<file path="src/lsu_pkg.sv">
// Load/store unit definitions

package lsu_pkg;

   // Datapath widths
   localparam int dw      = 32;
   localparam int aw      = 32;
   localparam int vect_dw = 8;

   // Derived widths
   // One write-enable bit per byte lane
   localparam int msk_w = dw / 8;
   // Exception target drops the two low vector bits
   localparam int tgt_w = aw - 2;

   // Exception vectors
   localparam logic [vect_dw-1:0] ealign_vector = 8'h14;
   localparam logic [vect_dw-1:0] edtm_vector   = 8'h18;
   localparam logic [vect_dw-1:0] edpf_vector   = 8'h1C;

   // Data RAM geometry, 4 KiB
   localparam int ram_words = 1024;
   localparam int ram_aw    = 10;

   // Byte addresses below this are read-only
   localparam logic [aw-1:0] ro_page_limit = 'h100;

   // Operation issued by the execute stage
   typedef enum logic [1:0] {
      op_none  = 2'd0,
      op_load  = 2'd1,
      op_store = 2'd2
   } lsu_op_e;

   // Access size, encoded as in the instruction decoder
   typedef enum logic [2:0] {
      size_byte = 3'd1,
      size_half = 3'd2,
      size_word = 3'd3
   } access_size_e;

endpackage
</file>
<file path="src/dbus_if.sv">
// Data bus interface

`timescale 1ns/1ps

interface dbus_if;

   // Command channel, initiator to target
   logic                       cmd_valid;
   logic                       cmd_ready;
   logic [lsu_pkg::aw-1:0]     cmd_addr;
   // All zero means a load
   logic [lsu_pkg::msk_w-1:0]  cmd_we_msk;
   logic [lsu_pkg::dw-1:0]     din;

   // Response channel, target to initiator
   logic                       rsp_valid;
   logic                       rsp_ready;
   logic [lsu_pkg::dw-1:0]     dout;

   // Side issuing commands
   modport initiator (
      output cmd_valid, cmd_addr, cmd_we_msk, din, rsp_ready,
      input  cmd_ready, rsp_valid, dout
   );

   // Side answering commands
   modport target (
      input  cmd_valid, cmd_addr, cmd_we_msk, din, rsp_ready,
      output cmd_ready, rsp_valid, dout
   );

   // Passive observer
   modport monitor (
      input cmd_valid, cmd_ready, cmd_addr, cmd_we_msk, din,
      input rsp_valid, rsp_ready, dout
   );

endinterface

</file>
<file path="src/dmmu_check.sv">
// Data MMU address checker

`timescale 1ns/1ps

module dmmu_check (
   input  logic      clk,
   input  logic      reset,
   // Commands from the memory unit
   dbus_if.target    up,
   // Commands toward the RAM
   dbus_if.initiator down,
   // One-cycle fault pulses
   output logic      dmmu_tlb_miss,
   output logic      dmmu_page_fault
);

   logic is_store;
   logic tlb_miss_c;
   logic page_fault_c;
   logic fault_c;

   assign is_store = |up.cmd_we_msk;

   // Anything past the end of RAM has no mapping
   assign tlb_miss_c = up.cmd_valid &
                       (up.cmd_addr >= lsu_pkg::ram_words * lsu_pkg::msk_w);

   // Low page is read-only
   assign page_fault_c = up.cmd_valid & ~tlb_miss_c & is_store &
                         (up.cmd_addr < lsu_pkg::ro_page_limit);

   assign fault_c = tlb_miss_c | page_fault_c;

   // Legal commands pass straight through
   assign down.cmd_valid  = up.cmd_valid & ~fault_c;
   assign down.cmd_addr   = up.cmd_addr;
   assign down.cmd_we_msk = up.cmd_we_msk;
   assign down.din        = up.din;

   // Faulting commands are swallowed at once
   assign up.cmd_ready = fault_c | down.cmd_ready;

   // Response path is combinational
   assign up.rsp_valid    = down.rsp_valid;
   assign up.dout         = down.dout;
   assign down.rsp_ready  = up.rsp_ready;

   // Fault shows up the cycle after acceptance
   always_ff @(posedge clk) begin
      if (reset) begin
         dmmu_tlb_miss   <= 1'b0;
         dmmu_page_fault <= 1'b0;
      end else begin
         dmmu_tlb_miss   <= tlb_miss_c;
         dmmu_page_fault <= page_fault_c;
      end
   end

   assert property (@(posedge clk) disable iff (reset)
      !(dmmu_tlb_miss && dmmu_page_fault));

endmodule

</file>
<file path="src/flat_wrapper.sv">
// flat-port wrapper written by rule: the top's interface ports become plain ports
module dmmu_check_flat 
  (clk, reset, dmmu_tlb_miss, dmmu_page_fault, up_cmd_valid, up_cmd_addr, up_cmd_we_msk, up_din, up_rsp_ready, up_cmd_ready, up_rsp_valid, up_dout, down_cmd_valid, down_cmd_addr, down_cmd_we_msk, down_din, down_rsp_ready, down_cmd_ready, down_rsp_valid, down_dout);
  dbus_if up_i ();
  dbus_if down_i ();
  input  logic clk;
  input  logic reset;
  output logic dmmu_tlb_miss;
  output logic dmmu_page_fault;
  input wire logic [$bits(up_i.cmd_valid)-1:0] up_cmd_valid;
  input wire logic [$bits(up_i.cmd_addr)-1:0] up_cmd_addr;
  input wire logic [$bits(up_i.cmd_we_msk)-1:0] up_cmd_we_msk;
  input wire logic [$bits(up_i.din)-1:0] up_din;
  input wire logic [$bits(up_i.rsp_ready)-1:0] up_rsp_ready;
  output wire logic [$bits(up_i.cmd_ready)-1:0] up_cmd_ready;
  output wire logic [$bits(up_i.rsp_valid)-1:0] up_rsp_valid;
  output wire logic [$bits(up_i.dout)-1:0] up_dout;
  output wire logic [$bits(down_i.cmd_valid)-1:0] down_cmd_valid;
  output wire logic [$bits(down_i.cmd_addr)-1:0] down_cmd_addr;
  output wire logic [$bits(down_i.cmd_we_msk)-1:0] down_cmd_we_msk;
  output wire logic [$bits(down_i.din)-1:0] down_din;
  output wire logic [$bits(down_i.rsp_ready)-1:0] down_rsp_ready;
  input wire logic [$bits(down_i.cmd_ready)-1:0] down_cmd_ready;
  input wire logic [$bits(down_i.rsp_valid)-1:0] down_rsp_valid;
  input wire logic [$bits(down_i.dout)-1:0] down_dout;
  assign up_i.cmd_valid = up_cmd_valid;
  assign up_i.cmd_addr = up_cmd_addr;
  assign up_i.cmd_we_msk = up_cmd_we_msk;
  assign up_i.din = up_din;
  assign up_i.rsp_ready = up_rsp_ready;
  assign up_cmd_ready = up_i.cmd_ready;
  assign up_rsp_valid = up_i.rsp_valid;
  assign up_dout = up_i.dout;
  assign down_cmd_valid = down_i.cmd_valid;
  assign down_cmd_addr = down_i.cmd_addr;
  assign down_cmd_we_msk = down_i.cmd_we_msk;
  assign down_din = down_i.din;
  assign down_rsp_ready = down_i.rsp_ready;
  assign down_i.cmd_ready = down_cmd_ready;
  assign down_i.rsp_valid = down_rsp_valid;
  assign down_i.dout = down_dout;
  dmmu_check u_core (.clk(clk), .reset(reset), .up(up_i), .down(down_i), .dmmu_tlb_miss(dmmu_tlb_miss), .dmmu_page_fault(dmmu_page_fault));
endmodule
</file>
<file path="config.mk">
export PLATFORM = sky130hd
export DESIGN_NAME = dmmu_check_flat
export DESIGN_NICKNAME = d
export VERILOG_FILES = /design/src/lsu_pkg.sv /design/src/dbus_if.sv /design/src/dmmu_check.sv /design/src/flat_wrapper.sv
export SDC_FILE = /design/constraint.sdc
export NUM_CORES = 1
export LEC_CHECK = 0
export BUFFER_PORTS_ARGS = -buffer_cell sky130_fd_sc_hd__buf_2
export CORE_AREA = 2 2 82 84
export DETAILED_ROUTE_END_ITERATION = 8
export DIE_AREA = 0 0 84 86
export HOLD_SLACK_MARGIN = 0.1
export PLACE_DENSITY = 0.67
export SLEW_MARGIN = 0
export SYNTH_ARGS = -nofsm -noshare
export SYNTH_HDL_FRONTEND = slang
export SYNTH_SLANG_ARGS = --single-unit
export TNS_END_PERCENT = 100
</file>
<file path="constraint.sdc">
create_clock -name clk -period 0.85 [get_ports clk]
set_clock_uncertainty 0.05 [all_clocks]
set_input_delay 0.0425 -clock clk [delete_from_list [all_inputs] [get_ports clk]]
set_output_delay 0.0425 -clock clk [all_outputs]
set_load 0.005 [all_outputs]
</file>
==> Yosys cells after proc, flatten, opt, wreduce, memory -nomap -nowiden <==
Cells that the tools add are included.
{ "totals": {"memories": 0, "regBits": 2, "ram_bits": 0, "out_inout_bits": 106, "word_cells": 14, "input_bits": 106, "romBits": 0, "latchBits": 0} }
{ "op_classes": {"n_mux": 0, "n_eq_ne": 0, "n_bitwise": 9, "order_cmp": 2, "reduce_logical": 1, "multipliers": 0, "shifts": 0, "div": 0, "addsub": 0} }
{ "ops": {"columns": ["op", "n"], "rows": [
  ["greater-or-equal comparator 32 x 13 -> 1 bit (second input constant)", 1],
  ["< comparator 32 x 9 -> 1 bit (second input constant)", 1],
  ["bitwise AND 1 bit", 5],
  ["OR reduction 4 bit", 1],
  ["inverter 1 bit", 2],
  ["OR 1 bit", 2]
]} }

==> Depth between registers and ports, before layout <==
{ "logic_depth": {"depth_word": 9, "ltp_mapped": 4, "depth_no_buf": 4} }

==> Worst setup path after synthesis <==
No wires, ideal clock.
{ "synth_timing": {"path_kind": "input -> output", "startpoint": "input up_cmd_we_msk[1]", "endpoint": "output down_cmd_valid", "required_time_ns": 0.757, "path_slack_ns": -0.068, "arrival_time_ns": 0.826, "n_path_buf": 0, "path_stages": 4, "path_cell_list": "or4_4 -> nand3_2 -> nand2_1 -> nor3_2"} }
{ "synth_between": {"elab_chain_cells": 6} }
{ "synth_rtl": {"columns": ["item", "line", "source"], "rows": [
  ["start: declaration", "flat_wrapper.sv:12", "input wire logic [$bits(up_i.cmd_we_msk)-1:0] up_cmd_we_msk;"],
  ["OR reduction 4 bit", "dmmu_check.sv:22", "assign is_store = |up.cmd_we_msk;"],
  ["bitwise AND 1 bit (2 in a row)", "dmmu_check.sv:29", "assign page_fault_c = up.cmd_valid & ~tlb_miss_c & is_store &"],
  ["OR 1 bit", "dmmu_check.sv:32", "assign fault_c = tlb_miss_c | page_fault_c;"],
  ["inverter 1 bit", "dmmu_check.sv:35", "assign down.cmd_valid = up.cmd_valid & ~fault_c;"],
  ["bitwise AND 1 bit", "dmmu_check.sv:35", null],
  ["end: declaration", "flat_wrapper.sv:18", "output wire logic [$bits(down_i.cmd_valid)-1:0] down_cmd_valid;"]
]} }
No other way between the ends.

==> Worst setup path after layout <==
{ "layout_timing": {"startpoint": "input up_cmd_we_msk[0]", "endpoint": "output down_cmd_valid"} }
The elaborated chain is that of the path after synthesis.

==> impl_metrics.env <==
export IMPL_die_w_um=84
export IMPL_start_util_pct=14.5
export IMPL_antenna_found_initial=2
export IMPL_utilization_pct=25.4
export IMPL_synth_ff_latch_count=2
export IMPL_p_leak_nw=0.707
export IMPL_report_final_slew_viol_count=0
export IMPL_grt_pass1_wl_mm=4.11
export IMPL_synth_top_area_share_pct=84.2
export IMPL_grt_max_degree=4
export IMPL_areaGrowthSynthToFinish_pct=75.4
export IMPL_min_path_cells=3
export IMPL_synth_top_flop_cell="dfxtp_1"
export IMPL_post_route_period_util_pct=145
export IMPL_vias=888
export IMPL_coreArea_um2=6280
export IMPL_synthTopCellsByArea="buf_4 84%, nor4_1 4.8%, dfxtp_1 4.4%"
export IMPL_routed_wl_mm=3.41
export IMPL_fill_cells=665
export IMPL_synthArstFlopShare_pct=0
export IMPL_die_area_um2=7220
export IMPL_syn_avg_cell_area_um2=7.58
export IMPL_synth_cells=120
export IMPL_slowest_stage="or4_4"
export IMPL_violations="setup timing"
export IMPL_root_buffer="clkbuf_8"
export IMPL_status="finished with violations"
export IMPL_cp_max_fo=2
export IMPL_yosysTopAreaCell="buf_4"
export IMPL_seq_area_frac_synth_pct=4.40
export IMPL_cts_buffers=3
export IMPL_finalSetupTns_ns=-0.887
export IMPL_vias_per_cell=3.62
export IMPL_cp_end_kind="output pin"
export IMPL_powerDensity_nw_per_um2=679
export IMPL_worst_path_buf_inv=2
export IMPL_critPathRequiredTime_ns=0.76
export IMPL_worst_setup_path_start_kind="primary input"
export IMPL_synth_edf_count=0
export IMPL_avgRoutedWirePerCell_um=13.9
export IMPL_critical_path_max_stage_delay_ns=0.55
export IMPL_clkTransAtPathRegs_ns=0.03
export IMPL_crit_type="in2out"
export IMPL_ant_nets=0
export IMPL_yosysMostFrequentCell="buf_4"
export IMPL_drt_initial_drc_count=15
export IMPL_cts_sink_count=2
export IMPL_synthTopCellsByCount="102 x buf_4, 7 x nor4_1, 2 x dfxtp_1, 2 x nand2_1"
export IMPL_layout_setup_ws_ns=-0.383
export IMPL_ir_worst_vdd_v=0.000494
export IMPL_pin_count=212
export IMPL_cp_arrival_ns=1.14
export IMPL_die_h_um=86
export IMPL_min_from="up_cmd_valid"
export IMPL_dp_slack_ns=-0.500
export IMPL_max_slew_margin_pct=79.6
export IMPL_yosys_warnings=0
export IMPL_cp_cell_sequence="buf_6 -> or4_4 -> nand3_4 -> nand2_4 -> nor3_4 -> buf_2"
export IMPL_synth_area_um2=910
export IMPL_rsz0062_at_grt="true"
export IMPL_nets=275
export IMPL_maxCapViolations=0
export IMPL_synth_cell_types=11
export IMPL_setup_viol=3
export IMPL_cts_htree_levels=1
export IMPL_hp_class="in2reg"
export IMPL_worst_pin_slew_ns=0.303
export IMPL_critPathTopFamily="simple AND/OR/NAND/NOR gates"
export IMPL_holdWs_ns=0.0841
export IMPL_drive_gt1_share_pct=52.7
export IMPL_overflow=0
export IMPL_grt_pass1_vias=840
export IMPL_min_to="u_core.dmmu_tlb_miss"
export IMPL_cts_tree="built"
export IMPL_rows=29
export IMPL_clock_path_buffers=2
export IMPL_drc_errors=0
export IMPL_fmax_ghz=0.811
export IMPL_dr_pass1_iters=3
export IMPL_syn_nets=226
export IMPL_numPortBuffers=63
export IMPL_place_gp_congestion=0.579
export IMPL_track_usage_pct=7.34
export IMPL_hold_viol=0
export IMPL_fin_crit_ns=1.23
worst max path at each step:
stage	to	cells after the start	slack, ns	from
global placement	up_cmd_ready	6	-0.37	up_cmd_addr[13]
finish	down_cmd_valid	6	-0.38	up_cmd_we_msk[0]
global route	down_cmd_valid	6	-0.39	up_cmd_we_msk[0]
floorplan	down_cmd_valid	4	-0.07	up_cmd_we_msk[1]
CTS	down_cmd_valid	6	-0.40	up_cmd_we_msk[2]
detailed placement	up_cmd_ready	6	-0.50	up_cmd_addr[13]
repair_timing:
action | in CTS | in global routing
endpoints found under the setup margin | 4 | 4
pin swaps | 6 | 12
resized for setup | 9 | 25
hold buffers | 75 | 0
hold endpoints to repair | 76 | 0
setup buffers | 2 | 2
metrics by stage:
stage          instances  power [W]  instance area [µm²]
2_1_floorplan        120   0.000504                  910
3_3_place_gp         162   0.000299                  586
3_5_place_dp         162   0.000302                  586
4_1_cts              242    0.00104                 1450
5_1_grt              244    0.00114                 1590
6_report             245    0.00108                 1600
cell type report:
| type | instances | area, µm² | share of cell area, % |
|---|---|---|---|
| Timing Repair Buffer | 146 | 1180 | 74.2 |
| Multi-Input combinational cell | 16 | 231 | 14.5 |
| Tap cell | 77 | 96.3 | 6.04 |
| Clock buffer | 3 | 41.3 | 2.59 |
| Sequential cell | 2 | 40.0 | 2.51 |
| Antenna cell | 1 | 2.50 | 0.157 |
registers in the layout, summed over array words and instances (netlist names):
register,count
u_core.dmmu_page_fault,1
u_core.dmmu_tlb_miss,1
logic make-up (layout without fill, tap and decap cells):
logic type	count (synthesis)	in the layout	share of synthesized area, %
compound gates	1	1	0.550
simple gates	15	15	10.9
buf+inv	102	149	84.2
flops	2	2	4.40
other cells	0	1	0
worst min-delay path: stages:
cell     delay [ns]
buf_2          0.14
o21ai_2        0.07
nor2_1         0.04
layout by cell type, fill, tap and decap left out, drive strengths merged:
cell type | Yosys | final
buf | 102 | 71
clkbuf | 0 | 3
dfxtp | 2 | 2
diode | 0 | 1
dlygate4sd3 | 0 | 75
nand2 | 2 | 2
nand3 | 2 | 2
nand3b | 1 | 1
nor2 | 1 | 1
nor3 | 1 | 1
nor4 | 7 | 7
o21ai | 1 | 1
or4 | 1 | 1
power breakdown:
group / internal (W) / leakage, nW / switching (W)
logic: 0.000384 / 0.669 / 0.000216
registers: 0.0000972 / 0.0164 / 0.00000106
clock network: 0.000300 / 0.0216 / 0.0000847
total: 0.000781 / 0.707 / 0.000302
layer usage:
| layer | GRT usage (%) | vias up | share of wire (%) |
|---|---|---|---|
| met1 | 4.75 | 377 | 25 |
| met5 | 0 | - | 0.38 |
| li1 | - | 379 | - |
| met3 | 3.56 | 6 | 17 |
| met4 | 1.76 | 2 | 1.1 |
| met2 | 17.0 | 124 | 57 |
Note: power is estimated with default switching activity, not from simulation.
