$ cat src/lsu_pkg.sv
// Load/store unit definitions

package lsu_pkg;

   // Datapath widths
   localparam int dw      = 32;
   localparam int aw      = 32;
   localparam int vect_dw = 8;

   // Derived widths
   // One write-enable bit per byte lane
   localparam int msk_w = dw / 8;
   // Exception target drops the two low vector bits
   localparam int tgt_w = aw - 2;

   // Exception vectors
   localparam logic [vect_dw-1:0] ealign_vector = 8'h14;
   localparam logic [vect_dw-1:0] edtm_vector   = 8'h18;
   localparam logic [vect_dw-1:0] edpf_vector   = 8'h1C;

   // Data RAM geometry, 4 KiB
   localparam int ram_words = 1024;
   localparam int ram_aw    = 10;

   // Byte addresses below this are read-only
   localparam logic [aw-1:0] ro_page_limit = 'h100;

   // Operation issued by the execute stage
   typedef enum logic [1:0] {
      op_none  = 2'd0,
      op_load  = 2'd1,
      op_store = 2'd2
   } lsu_op_e;

   // Access size, encoded as in the instruction decoder
   typedef enum logic [2:0] {
      size_byte = 3'd1,
      size_half = 3'd2,
      size_word = 3'd3
   } access_size_e;

endpackage
$ cat src/dbus_if.sv
// Data bus interface

`timescale 1ns/1ps

interface dbus_if;

   // Command channel, initiator to target
   logic                       cmd_valid;
   logic                       cmd_ready;
   logic [lsu_pkg::aw-1:0]     cmd_addr;
   // All zero means a load
   logic [lsu_pkg::msk_w-1:0]  cmd_we_msk;
   logic [lsu_pkg::dw-1:0]     din;

   // Response channel, target to initiator
   logic                       rsp_valid;
   logic                       rsp_ready;
   logic [lsu_pkg::dw-1:0]     dout;

   // Side issuing commands
   modport initiator (
      output cmd_valid, cmd_addr, cmd_we_msk, din, rsp_ready,
      input  cmd_ready, rsp_valid, dout
   );

   // Side answering commands
   modport target (
      input  cmd_valid, cmd_addr, cmd_we_msk, din, rsp_ready,
      output cmd_ready, rsp_valid, dout
   );

   // Passive observer
   modport monitor (
      input cmd_valid, cmd_ready, cmd_addr, cmd_we_msk, din,
      input rsp_valid, rsp_ready, dout
   );

endinterface

$ cat src/mem_unit.sv
// Load/store memory unit

`timescale 1ns/1ps

module mem_unit (
   input  logic                          clk,
   input  logic                          reset,
   // Operation from execute stage
   input  logic                          in_valid,
   output logic                          in_ready,
   input  logic [lsu_pkg::dw-1:0]        operand_1,
   input  logic [lsu_pkg::dw-1:0]        operand_2,
   input  logic [lsu_pkg::dw-1:0]        operand_3,
   input  lsu_pkg::lsu_op_e              op,
   input  logic                          sign_ext,
   input  lsu_pkg::access_size_e         size,
   // Fault pulses from the data MMU
   input  logic                          dmmu_tlb_miss,
   input  logic                          dmmu_page_fault,
   // Result to writeback
   output logic [lsu_pkg::dw-1:0]        load_data,
   output logic                          exp_taken,
   output logic [lsu_pkg::tgt_w-1:0]     exp_tgt,
   output logic [lsu_pkg::aw-1:0]        lsa,
   output logic                          wb_valid,
   input  logic                          wb_ready,
   // Data bus
   dbus_if.initiator                     bus
);

   logic                          is_load;
   logic                          is_store;
   logic                          vld_op;
   logic                          misalign;
   logic                          mmu_fault;
   logic                          pending;
   logic                          cmd_hs;
   logic                          wb_hs;
   logic [1:0]                    lane;
   logic [lsu_pkg::msk_w-1:0]     size_msk;
   logic [lsu_pkg::dw-1:0]        store_data;
   logic [7:0]                    dout_8b;
   logic [15:0]                   dout_16b;
   logic [lsu_pkg::vect_dw-1:0]   exp_vector;

   assign is_load  = (op == lsu_pkg::op_load);
   assign is_store = (op == lsu_pkg::op_store);
   assign vld_op   = in_valid & (is_load | is_store);

   // Effective address
   assign lsa  = operand_1 + operand_2;
   assign lane = lsa[1:0];

   // Halfword needs even address, word needs low bits clear
   assign misalign = vld_op &
                     (((size == lsu_pkg::size_word) & (|lsa[1:0])) |
                      ((size == lsu_pkg::size_half) & lsa[0]));

   // Byte lanes touched by the access
   always_comb begin
      case (size)
         lsu_pkg::size_byte: size_msk = 4'b0001 << lane;
         lsu_pkg::size_half: size_msk = lane[1] ? 4'b1100 : 4'b0011;
         lsu_pkg::size_word: size_msk = 4'b1111;
         default:            size_msk = 4'b0000;
      endcase
   end

   // Replicate store data across all lanes, mask picks the right one
   always_comb begin
      case (size)
         lsu_pkg::size_byte: store_data = {4{operand_3[7:0]}};
         lsu_pkg::size_half: store_data = {2{operand_3[15:0]}};
         default:            store_data = operand_3;
      endcase
   end

   // Command goes out only when idle and aligned
   assign bus.cmd_valid  = vld_op & ~pending & ~misalign;
   assign bus.cmd_addr   = lsa;
   assign bus.cmd_we_msk = is_store ? size_msk : '0;
   assign bus.din        = store_data;

   // Response lane selection from the held address
   always_comb begin
      case (lane)
         2'd0:    dout_8b = bus.dout[7:0];
         2'd1:    dout_8b = bus.dout[15:8];
         2'd2:    dout_8b = bus.dout[23:16];
         default: dout_8b = bus.dout[31:24];
      endcase
   end
   assign dout_16b = lane[1] ? bus.dout[31:16] : bus.dout[15:0];

   // Zero or sign extension
   always_comb begin
      case (size)
         lsu_pkg::size_byte: load_data = {{24{sign_ext & dout_8b[7]}}, dout_8b};
         lsu_pkg::size_half: load_data = {{16{sign_ext & dout_16b[15]}}, dout_16b};
         default:            load_data = bus.dout;
      endcase
   end

   // Writeback follows the bus response directly
   assign wb_valid      = bus.rsp_valid;
   assign bus.rsp_ready = wb_ready;

   assign cmd_hs    = bus.cmd_valid & bus.cmd_ready;
   assign wb_hs     = wb_valid & wb_ready;
   assign mmu_fault = dmmu_tlb_miss | dmmu_page_fault;

   // Busy from command acceptance until result or MMU fault
   always_ff @(posedge clk) begin
      if (reset) begin
         pending <= 1'b0;
      end else if (cmd_hs) begin
         pending <= 1'b1;
      end else if (wb_hs | mmu_fault) begin
         pending <= 1'b0;
      end
   end

   // Misalignment is immediate, MMU faults only count while pending
   assign exp_taken = misalign | (pending & mmu_fault);

   always_comb begin
      if (misalign) begin
         exp_vector = lsu_pkg::ealign_vector;
      end else if (dmmu_tlb_miss) begin
         exp_vector = lsu_pkg::edtm_vector;
      end else if (dmmu_page_fault) begin
         exp_vector = lsu_pkg::edpf_vector;
      end else begin
         exp_vector = '0;
      end
   end

   // Vector without its low two bits, zero-extended
   assign exp_tgt = {{(lsu_pkg::tgt_w - lsu_pkg::vect_dw + 2){1'b0}},
                     exp_vector[lsu_pkg::vect_dw-1:2]};

   // Operands may change once the result or exception is delivered
   assign in_ready = ~(is_load | is_store) | wb_hs | exp_taken;

   // MMU never reports both faults for one command
   assert property (@(posedge clk) disable iff (reset)
      !(dmmu_tlb_miss && dmmu_page_fault));

   // No second command while one is outstanding
   assert property (@(posedge clk) disable iff (reset)
      pending |-> !bus.cmd_valid);

endmodule

$ cat src/flat_wrapper.sv
// flat-port wrapper written by rule: the top's interface ports become plain ports
module mem_unit_flat 
  (clk, reset, in_valid, in_ready, operand_1, operand_2, operand_3, op, sign_ext, size, dmmu_tlb_miss, dmmu_page_fault, load_data, exp_taken, exp_tgt, lsa, wb_valid, wb_ready, bus_cmd_valid, bus_cmd_addr, bus_cmd_we_msk, bus_din, bus_rsp_ready, bus_cmd_ready, bus_rsp_valid, bus_dout);
  dbus_if bus_i ();
  input  logic clk;
  input  logic reset;
  input  logic in_valid;
  output logic in_ready;
  input  logic [lsu_pkg::dw-1:0] operand_1;
  input  logic [lsu_pkg::dw-1:0] operand_2;
  input  logic [lsu_pkg::dw-1:0] operand_3;
  input  lsu_pkg::lsu_op_e op;
  input  logic sign_ext;
  input  lsu_pkg::access_size_e size;
  input  logic dmmu_tlb_miss;
  input  logic dmmu_page_fault;
  output logic [lsu_pkg::dw-1:0] load_data;
  output logic exp_taken;
  output logic [lsu_pkg::tgt_w-1:0] exp_tgt;
  output logic [lsu_pkg::aw-1:0] lsa;
  output logic wb_valid;
  input  logic wb_ready;
  output wire logic [$bits(bus_i.cmd_valid)-1:0] bus_cmd_valid;
  output wire logic [$bits(bus_i.cmd_addr)-1:0] bus_cmd_addr;
  output wire logic [$bits(bus_i.cmd_we_msk)-1:0] bus_cmd_we_msk;
  output wire logic [$bits(bus_i.din)-1:0] bus_din;
  output wire logic [$bits(bus_i.rsp_ready)-1:0] bus_rsp_ready;
  input wire logic [$bits(bus_i.cmd_ready)-1:0] bus_cmd_ready;
  input wire logic [$bits(bus_i.rsp_valid)-1:0] bus_rsp_valid;
  input wire logic [$bits(bus_i.dout)-1:0] bus_dout;
  assign bus_cmd_valid = bus_i.cmd_valid;
  assign bus_cmd_addr = bus_i.cmd_addr;
  assign bus_cmd_we_msk = bus_i.cmd_we_msk;
  assign bus_din = bus_i.din;
  assign bus_rsp_ready = bus_i.rsp_ready;
  assign bus_i.cmd_ready = bus_cmd_ready;
  assign bus_i.rsp_valid = bus_rsp_valid;
  assign bus_i.dout = bus_dout;
  mem_unit u_core (.clk(clk), .reset(reset), .in_valid(in_valid), .in_ready(in_ready), .operand_1(operand_1), .operand_2(operand_2), .operand_3(operand_3), .op(op), .sign_ext(sign_ext), .size(size), .dmmu_tlb_miss(dmmu_tlb_miss), .dmmu_page_fault(dmmu_page_fault), .load_data(load_data), .exp_taken(exp_taken), .exp_tgt(exp_tgt), .lsa(lsa), .wb_valid(wb_valid), .wb_ready(wb_ready), .bus(bus_i));
endmodule
$ cat config.mk
export PLATFORM = sky130hd
export DESIGN_NAME = mem_unit_flat
export DESIGN_NICKNAME = d
export VERILOG_FILES = /design/src/lsu_pkg.sv /design/src/dbus_if.sv /design/src/mem_unit.sv /design/src/flat_wrapper.sv
export SDC_FILE = /design/constraint.sdc
export NUM_CORES = 1
export LEC_CHECK = 0
export ABC_CLOCK_PERIOD_IN_PS = 7100
export BUFFER_PORTS_ARGS = -buffer_cell sky130_fd_sc_hd__buf_2
export CORE_AREA = 2 2 120 122
export DETAILED_ROUTE_END_ITERATION = 16
export DIE_AREA = 0 0 122 124
export PLACE_DENSITY = 0.61
export RECOVER_POWER = 100
export SYNTH_ARGS = -nofsm -noshare
export SYNTH_HDL_FRONTEND = slang
export SYNTH_SLANG_ARGS = --single-unit
$ cat constraint.sdc
create_clock -name clk -period 7.1 [get_ports clk]
set_clock_uncertainty 0.15 [all_clocks]
set_input_delay 1.065 -clock clk [delete_from_list [all_inputs] [get_ports clk]]
set_output_delay 1.065 -clock clk [all_outputs]
set_load 0.05 [all_outputs]
; ---- Word level (Yosys, flattened, before mapping)
; Index checks and enable logic that the tools add are counted.
[totals]
register_bits = 1
input_bits = 142
out_inout_bits = 167
elab_cells = 46
[classes]
n_addsub = 1
n_eq_ne = 7
shift = 1
n_mux = 12
n_bitwise = 21
n_reduce_logical = 3
[ops]
columns = cell, count
row1 = $pmux 32 s2, 2
row2 = $add 32x32->32, 1
row3 = $pmux 8 s3, 1
row4 = $mux 16, 1
row5 = $mux 8, 2
row6 = $pmux 4 s3, 1
row7 = $and 1x1->1, 11
row8 = $mux 4, 2
row9 = $or 1x1->1, 7
row10 = $eq 3x2->1 const B, 2
row11 = $mux 5, 1
row12 = $eq 2x1->1 const B, 2
row13 = $eq 2x2->1 const B, 2
row14 = $shl 1x2->4 const A, 1
row15 = $eq 3x1->1 const B, 1
row16 = $not 1->1, 3
row17 = $logic_not 2->1, 1
row18 = $mux 1, 2
row19 = $reduce_bool 2->1, 1
row20 = $reduce_or 2->1, 1

; ---- Longest topological paths before layout
; Gate-level depths: netlist of run 1.
[logic_depth]
ltp_word = 9
ltp_mapped = 11
mapped_depth_nobuf = 10

; ---- Least setup slack after synthesis of run 1
; No wires, ideal clock.
[synth_path]
path_kind = input-to-output
start = input port operand_1[0] (netlist name)
end = output port lsa[18] (netlist name)
arrival_time_ns = 4.120
t_required_ns = 5.885
path_slack_ns = 1.765
cell_stages = 11
path_buffers = 1
cell_sequence = ha_1 -> fa_1 -> a211oi_2 -> o21ai_2 -> a2111oi_4 -> nor3_2 -> o21a_1 -> nor2_1 -> o21ai_0 -> xor2_1 -> buf_4
[synth_between]
elab_chain_cells = 1
[synth_rtl]
columns = element, line_no
row1 = start: declaration, flat_wrapper.sv:9  ; input logic [lsu_pkg::dw-1:0] operand_1;
row2 = $add 32x32->32, mem_unit.sv:51  ; assign lsa = operand_1 + operand_2;
row3 = end: declaration, flat_wrapper.sv:20  ; output logic [lsu_pkg::aw-1:0] lsa;
; No other way between the ends.

; ---- Worst setup path after layout of run 1
[layout_path]
start = input port operand_1[0] (netlist name)
end = output port load_data[3] (netlist name)
[layout_between]
elab_chain_cells = 4
word_cells_on_any_way = 7
[layout_rtl]
columns = element, line_no
row1 = $add 32x32->32 (*), mem_unit.sv:51
row2 = $eq 2x2->1 (tied with other cells), mem_unit.sv:86  ; case (lane)
row3 = $pmux 8 s3, mem_unit.sv:86
row4 = $pmux 32 s2 (*), mem_unit.sv:97  ; case (size)
row5 = end: declaration, flat_wrapper.sv:17  ; output logic [lsu_pkg::dw-1:0] load_data;
; Every way passes the cells marked *; elsewhere a longest branch is shown, timed or not.

==> results.sh, run 1 <==
export IMPL_port_buffers=281
export IMPL_synth_ff_type="dfxtp_1"
export IMPL_end_kind="primary output"
export IMPL_largest_reg_flops=1
export IMPL_slowest_delay_ps=1320
export IMPL_period_share_pct=85.02
export IMPL_p_leak_nw=2.138
export IMPL_fillers=1610
export IMPL_netSwitchingFraction_pct=78.28
export IMPL_reg_top3="u_core.pending x1"
export IMPL_cp_arrival_ps=4820
export IMPL_startpoint_type="input port"
export IMPL_synthToLayoutAreaGrowth_pct=28.91
export IMPL_synth_edf_count=0
export IMPL_synth_area_leaders="buf_4, ha_1, nand2_1"
export IMPL_critical_path_max_fanout=23
export IMPL_dp_hpwl_mm=11.19
export IMPL_top_register="u_core.pending"
export IMPL_fin_crit_ps=6037
export IMPL_top_layer_used="met4"
export IMPL_dr_total_vias=4284
export IMPL_rsz0062_at_grt="no"
export IMPL_ant_nets=0
export IMPL_netlist_area_mm2=0.003358
export IMPL_worstPathRequired_ps=5880
export IMPL_tightest_slew_ps=1695
export IMPL_first_pass_iters=4
export IMPL_internal_power_w=0.0001839
export IMPL_min_path_cells=2
export IMPL_ctsResizeCount=0
export IMPL_synth_warnings=0
export IMPL_synthArstFlopShare_pct=0
export IMPL_crit_slowest_cell="nor2_1"
export IMPL_grt_pass1_vias=3784
export IMPL_clk_latency_ps=0
export IMPL_synthCells=503
export IMPL_layout_drive_gt1_share_pct=24.03
export IMPL_finalSetupViolations=0
export IMPL_pwr_share_comb_pct=99.3
export IMPL_grt_max_degree=33
export IMPL_synth_seq_area_share_pct=0.5961
export IMPL_io_pins=309
export IMPL_nNetsFinal=897
export IMPL_path_clk_slew_ps=0
export IMPL_netlist_area_leader_share_pct=15.42
export IMPL_coreArea_mm2=0.01372
export IMPL_whs_ps=391.7
export IMPL_crit_type="in -> out"
export IMPL_seq_power_share_pct=0.7
export IMPL_power_switching_w=0.0006629
export IMPL_final_seq_area_um2=20.02
export IMPL_timing_slew_headroom_pct=-13.40
export IMPL_routedWlPerCell_um=14.55
export IMPL_die_area_mm2=0.01513
export IMPL_antenna_found_initial=0
export IMPL_wl_met2_mm=6.704
export IMPL_maxCapViolations=2
export IMPL_avgViaCountPerCell=4.760
export IMPL_synth_top_cell_by_area="buf_4"
export IMPL_rows=43
export IMPL_diodes=0
export IMPL_worstReg2RegStart="u_core.pending"
export IMPL_place_gp_congestion=0.8401
export IMPL_finalHoldViolations=0
export IMPL_ys_ff_latch=1
export IMPL_synth_avg_cell_area_um2=6.676
export IMPL_hold_buffers=0
export IMPL_p_per_area_mw_per_mm2=195.6
export IMPL_fin_setup_tns_ps=0
export IMPL_failed_checks="max-capacitance violations, max-slew violations"
export IMPL_drc_errors=0
export IMPL_rr_worst_depth=3
export IMPL_status="finished with violations"
export IMPL_worstHoldStart="u_core.pending"
export IMPL_grt_overflow=0
export IMPL_cts_setup_buffers=0
export IMPL_yosysUniqueCellTypes=58
export IMPL_multiInputGateArea_mm2=0.002800
export IMPL_drt_iter0_drc=166
export IMPL_hp_class="reg -> reg"
export IMPL_dieWidth_um=122
export IMPL_grt_util_all_layers_pct=15.02
export IMPL_fmax_ghz=0.1657
export IMPL_cp_startpoint="operand_1[0]"
export IMPL_routed_wl_met3_mm=1.084
export IMPL_maxSlewViolCount=57
export IMPL_irDropWorstVdd_uv=102.0
export IMPL_grt_pass1_wl_mm=18.70
export IMPL_wirelength_mm=13.09
export IMPL_die_y_um=124
export IMPL_path_cells="buf_2, ha_1, fa_1, inv_1, nor2_1, mux2i_1, o21ai_0, clkbuf_1"
export IMPL_start_util_pct=24.48
export IMPL_wl_met1_mm=5.255
export IMPL_p_clk_share_pct=0
kinds of logic after synthesis:
family,Yosys count,share of synthesized area (%)
and+or+nand+nor,169,23.36
buffers and inverters,101,19.15
DFF,1,0.5961
xor gates and xnor gates,29,7.563
adders and majority gates,33,12.52
muxes,15,5.291
AOI/OAI and AO/OA,154,31.41
other,1,0.1117
worst max-delay path: cells and delay by family:
kind / cells / cell delay [ps]
buffers and inverters: 3 / 820
muxes: 1 / 180
and+or+nand+nor: 1 / 1320
adders and majority gates: 2 / 1200
AOI/OAI and AO/OA: 1 / 220
synth_stat cells, drive strengths merged (4+ instances only):
cell type / n
nor2b: 6
a22oi: 9
a221o: 4
nor2: 28
clkbuf: 19
inv: 9
or2: 4
mux2: 12
a21oi: 38
nand2b: 9
ha: 32
nor3: 4
nand2: 82
o211ai: 11
nand3: 13
buf: 73
xnor2: 18
o21ai: 27
a21o: 31
o21bai: 4
o21a: 5
a31oi: 6
and2: 4
a211oi: 4
nand4: 5
xor2: 11
worst paths after layout:
path	slack, ps	to
setup / recovery	1060	load_data[3]
setup reg to reg	6170	u_core.pending
hold / removal	390	u_core.pending
hold reg to reg	390	u_core.pending
layer usage:
| layer | GRT usage, % | vias to the layer above |
|---|---|---|
| met1 | 18.13 | 1926 |
| met3 | 1.053 | 4 |
| met2 | 30.06 | 203 |
| li1 | - | 2151 |
| met4 | 0.9339 | 0 |
| met5 | 0 | - |
cells in the final DEF (no fill, tap or decap), types with 6 or more instances in the layout:
master,n
nor2_1,27
nor2b_1,6
nand3_1,13
a31oi_1,6
conb_1,27
ha_1,32
a22oi_1,9
o21ai_0,23
mux2_2,11
xor2_1,11
inv_1,9
buf_2,147
nand2_1,82
nand2b_1,9
a21o_1,31
o211ai_1,10
a21oi_1,38
xnor2_1,18
clkbuf_1,135
through the flow:
stage	cells	cell area (um^2)	power, W	util (%)	worst slack [ps]
floorplan	529	3456	0.0007456	-	1765
global placement	900	4503	0.0008752	32.82	1834
detailed placement	900	4503	0.0008753	32.82	1768
CTS	900	4503	0.0008778	32.82	1768
global route	900	4329	0.0008955	31.55	827.7
finish	900	4329	0.0008469	31.55	1063
final cells by class:
| cell class | instances | area share, % |
|---|---|---|
| Tap cell | 180 | 5.202 |
| Inverter | 9 | 0.7803 |
| Sequential cell | 1 | 0.4624 |
| Multi-Input combinational cell | 427 | 64.68 |
| Timing Repair Buffer | 283 | 28.87 |
power groups by stage:
stage | sequential, W | combinational (W) | clock [W]
after global routing | 0.00000618 | 0.000889 | 0
after floorplan | 0.00000607 | 0.000739 | 0
after CTS | 0.00000611 | 0.000872 | 0
final | 0.00000612 | 0.000841 | 0
after global placement | 0.00000610 | 0.000869 | 0
after detailed placement | 0.00000611 | 0.000869 | 0
(Power assumes the default switching activity.)
==> run 2, diff against run 1 <==
--- a/config.mk
+++ b/config.mk
@@ -5,12 +5,13 @@
 export SDC_FILE = /design/constraint.sdc
 export NUM_CORES = 1
 export LEC_CHECK = 0
+export ABC_AREA = 1
 export ABC_CLOCK_PERIOD_IN_PS = 7100
 export BUFFER_PORTS_ARGS = -buffer_cell sky130_fd_sc_hd__buf_2
-export CORE_AREA = 2 2 120 122
+export CORE_AREA = 2 2 119 121
 export DETAILED_ROUTE_END_ITERATION = 16
-export DIE_AREA = 0 0 122 124
-export PLACE_DENSITY = 0.61
+export DIE_AREA = 0 0 121 123
+export PLACE_DENSITY = 0.68
 export RECOVER_POWER = 100
 export SYNTH_ARGS = -nofsm -noshare
 export SYNTH_HDL_FRONTEND = slang
==> run 2 against run 1 <==
Effect of this change:
- the flow now finishes without violations
- global-route usage up 4.6 points
- first-iteration DRC count up 77%
- flip-flop and latch count unchanged
- hold slack worse by 48 ps
- largest cell class unchanged
- sequential share of layout area down 0.069 points
- via count up 30%
- combinational power up 0.6%
- wire length up 23%
==> results.sh, run 2 <==
export IMPL_status="finished clean"
export IMPL_synthXorXnorAreaFrac_pct=3.339
export IMPL_synth_warnings=0
export IMPL_finalHoldViolations=0
export IMPL_synth_seq_area_share_pct=0.4770
export IMPL_synthSimpleGateAreaFrac_pct=44.63
export IMPL_slowest_delay_ps=770
export IMPL_synth_common_cells="nand2_1, inv_1, buf_4, nor2_1, nand3_1"
export IMPL_port_buffers=281
export IMPL_p_leak_nw=3.269
export IMPL_seq_power_share_pct=0.7
export IMPL_fin_setup_tns_ps=0
export IMPL_p_per_area_mw_per_mm2=167.3
export IMPL_rr_worst_depth=3
export IMPL_crit_type="in -> out"
export IMPL_layout_drive_gt1_share_pct=16.43
export IMPL_critical_path_max_fanout=24
export IMPL_startpoint_type="input port"
export IMPL_io_pins=309
export IMPL_fillers=1674
export IMPL_yosysUniqueCellTypes=39
export IMPL_grt_util_all_layers_pct=19.59
export IMPL_synthAdderAreaFrac_pct=10.02
export IMPL_die_y_um=123
export IMPL_crit_buf_inv=2
export IMPL_drc_errors=0
export IMPL_grt_pass1_wl_mm=23.78
export IMPL_rsz0062_at_grt="no"
export IMPL_final_seq_area_um2=20.02
export IMPL_dp_cells=1227
export IMPL_wirelength_mm=16.09
export IMPL_synthCells=822
export IMPL_synth_avg_cell_area_um2=5.105
export IMPL_path_cells="buf_2, ha_1, fa_1, nor2_1, nand2_1, a21oi_2, nand3_1, nand3b_1, clkbuf_1"
export IMPL_netSwitchingFraction_pct=80.03
export IMPL_power_switching_w=0.0006819
export IMPL_cts_setup_buffers=0
export IMPL_maxSlewViolCount=0
export IMPL_fmax_ghz=0.1711
export IMPL_dr_total_vias=5574
export IMPL_dieWidth_um=121
export IMPL_synthToLayoutAreaGrowth_pct=21.38
export IMPL_end_kind="primary output"
export IMPL_routedWlPerCell_um=13.07
export IMPL_ys_ff_latch=1
export IMPL_synth_area_leaders="nand2_1, inv_1, buf_4"
export IMPL_reg_top3="u_core.pending x1"
export IMPL_start_util_pct=30.83
export IMPL_grt_max_degree=33
export IMPL_yosysMostFrequentCell="nand2_1"
export IMPL_final_cells=1231
export IMPL_path_clk_slew_ps=0
export IMPL_antenna_found_initial=4
export IMPL_nNetsFinal=1224
export IMPL_min_path_cells=2
export IMPL_synth_compound_area_share_pct=11.99
export IMPL_post_route_util_pct=37.42
export IMPL_crit_slowest_cell="nand3_1"
export IMPL_p_total_w=0.0008521
export IMPL_period_share_pct=82.30
export IMPL_muxShareOfSynthArea_pct=0
export IMPL_grt_overflow=0
export IMPL_pwr_share_comb_pct=99.3
export IMPL_cp_arrival_ps=4630
export IMPL_die_area_mm2=0.01488
export IMPL_internal_power_w=0.0001702
export IMPL_mostFrequentLayoutCells="nand2_1, inv_1, buf_2, clkbuf_1, nor2_1"
export IMPL_p_clk_share_pct=0
export IMPL_netlist_area_leader_share_pct=29.70
export IMPL_timing_slew_headroom_pct=25.94
export IMPL_rows=43
export IMPL_grt_pass1_vias=5012
export IMPL_irDropWorstVdd_uv=102.1
export IMPL_critPathTopFamily="simple AND/OR/NAND/NOR gates"
export IMPL_fin_crit_ps=5844
export IMPL_ctsResizeCount=0
export IMPL_drt_iter0_drc=294
export IMPL_largest_reg_flops=1
export IMPL_synth_top_cell_by_area="nand2_1"
export IMPL_final_common_cell="nand2_1"
export IMPL_finalSetupViolations=0
export IMPL_cp_num_cells=9
export IMPL_tightest_slew_ps=1105
export IMPL_worstPathRequired_ps=5880
export IMPL_top_register="u_core.pending"
export IMPL_stdcell_area_mm2=0.005094
export IMPL_synth_ff_type="dfxtp_1"
export IMPL_clk_latency_ps=0
export IMPL_hp_class="reg -> reg"
export IMPL_placed_area_mm2=0.005283
export IMPL_synth_edf_count=0
export IMPL_dp_hpwl_mm=14.45
export IMPL_place_gp_congestion=0.9117
export IMPL_coreArea_mm2=0.01361
export IMPL_avgViaCountPerCell=4.528
export IMPL_ant_nets=0
export IMPL_first_pass_iters=5
export IMPL_synth_top_family_by_area="simple AND/OR/NAND/NOR gates"
export IMPL_synthArstFlopShare_pct=0
export IMPL_multiInputGateArea_mm2=0.003005
export IMPL_netlist_area_mm2=0.004197
export IMPL_maxCapViolations=0
export IMPL_hold_buffers=0
==> run 2: cell count changes after synthesis, sizes merged, moves of 5 or more <==
cell    delta
nor2b      -6
xnor2     -16
nand2    +253
nand2b     -9
mux2      -12
nand3     +35
buf        +8
a21oi     -11
a21o      -30
nor2      +26
o21a       -5
inv      +147
clkbuf    -18
a22oi      -5
==> run 2: worst paths after layout <==
kind,startpoint,to,slack [ps]
max,operand_1[0],load_data[15],1260
min,u_core.pending,u_core.pending,340
max reg2reg,u_core.pending,u_core.pending,6270
min reg2reg,u_core.pending,u_core.pending,340
==> run 2: layout make-up <==
class | count | share of cell area [%]
flip-flops and latches | 1 | 0.3930
multi-input cells | 609 | 59.00
inverters | 156 | 11.62
repair buffers | 281 | 24.37
diodes | 4 | 0.1965
well taps | 180 | 4.422
==> run 2: layer usage <==
metal / part of all wire (%) / vias up / GRT usage (%)
met2: 52 / 230 / 40.27
met5: 0 / - / 0
met4: 1.3 / 0 / 2.616
met3: 7.4 / 12 / 2.583
met1: 39 / 2450 / 21.51
li1: - / 2882 / -
==> run 2: cell families after synthesis <==
group	after synthesis
DFF	1
xor gates and xnor gates	16
adders and majority gates	33
buffers and inverters	238
and+or+nand+nor	450
AOI/OAI and AO/OA	83
other	1
==> run 2: stage by stage <==
stage,setup WS (ps),hold slack (ps)
2_1_floorplan,1751,318.0
3_3_place_gp,2165,340.6
3_5_place_dp,2077,341.1
4_1_cts,2080,343.5
5_1_grt,1028,378.2
6_report,1256,344.1
==> run 2: worst register-to-register path, stage by stage, from the launching register on <==
cell and delay [ps]:
dfxtp_1 300, inv_1 60, nand4_1 90, a21oi_1 150
==> run 2: power by group through the flow <==
stage | logic (W) | registers (W) | clock network, W
after floorplan | 0.000736 | 0.00000608 | 0
after global placement | 0.000874 | 0.00000612 | 0
final | 0.000846 | 0.00000612 | 0.0000000000756
after CTS | 0.000878 | 0.00000612 | 0
after global routing | 0.000903 | 0.00000617 | 0.0000000000566
after detailed placement | 0.000876 | 0.00000612 | 0
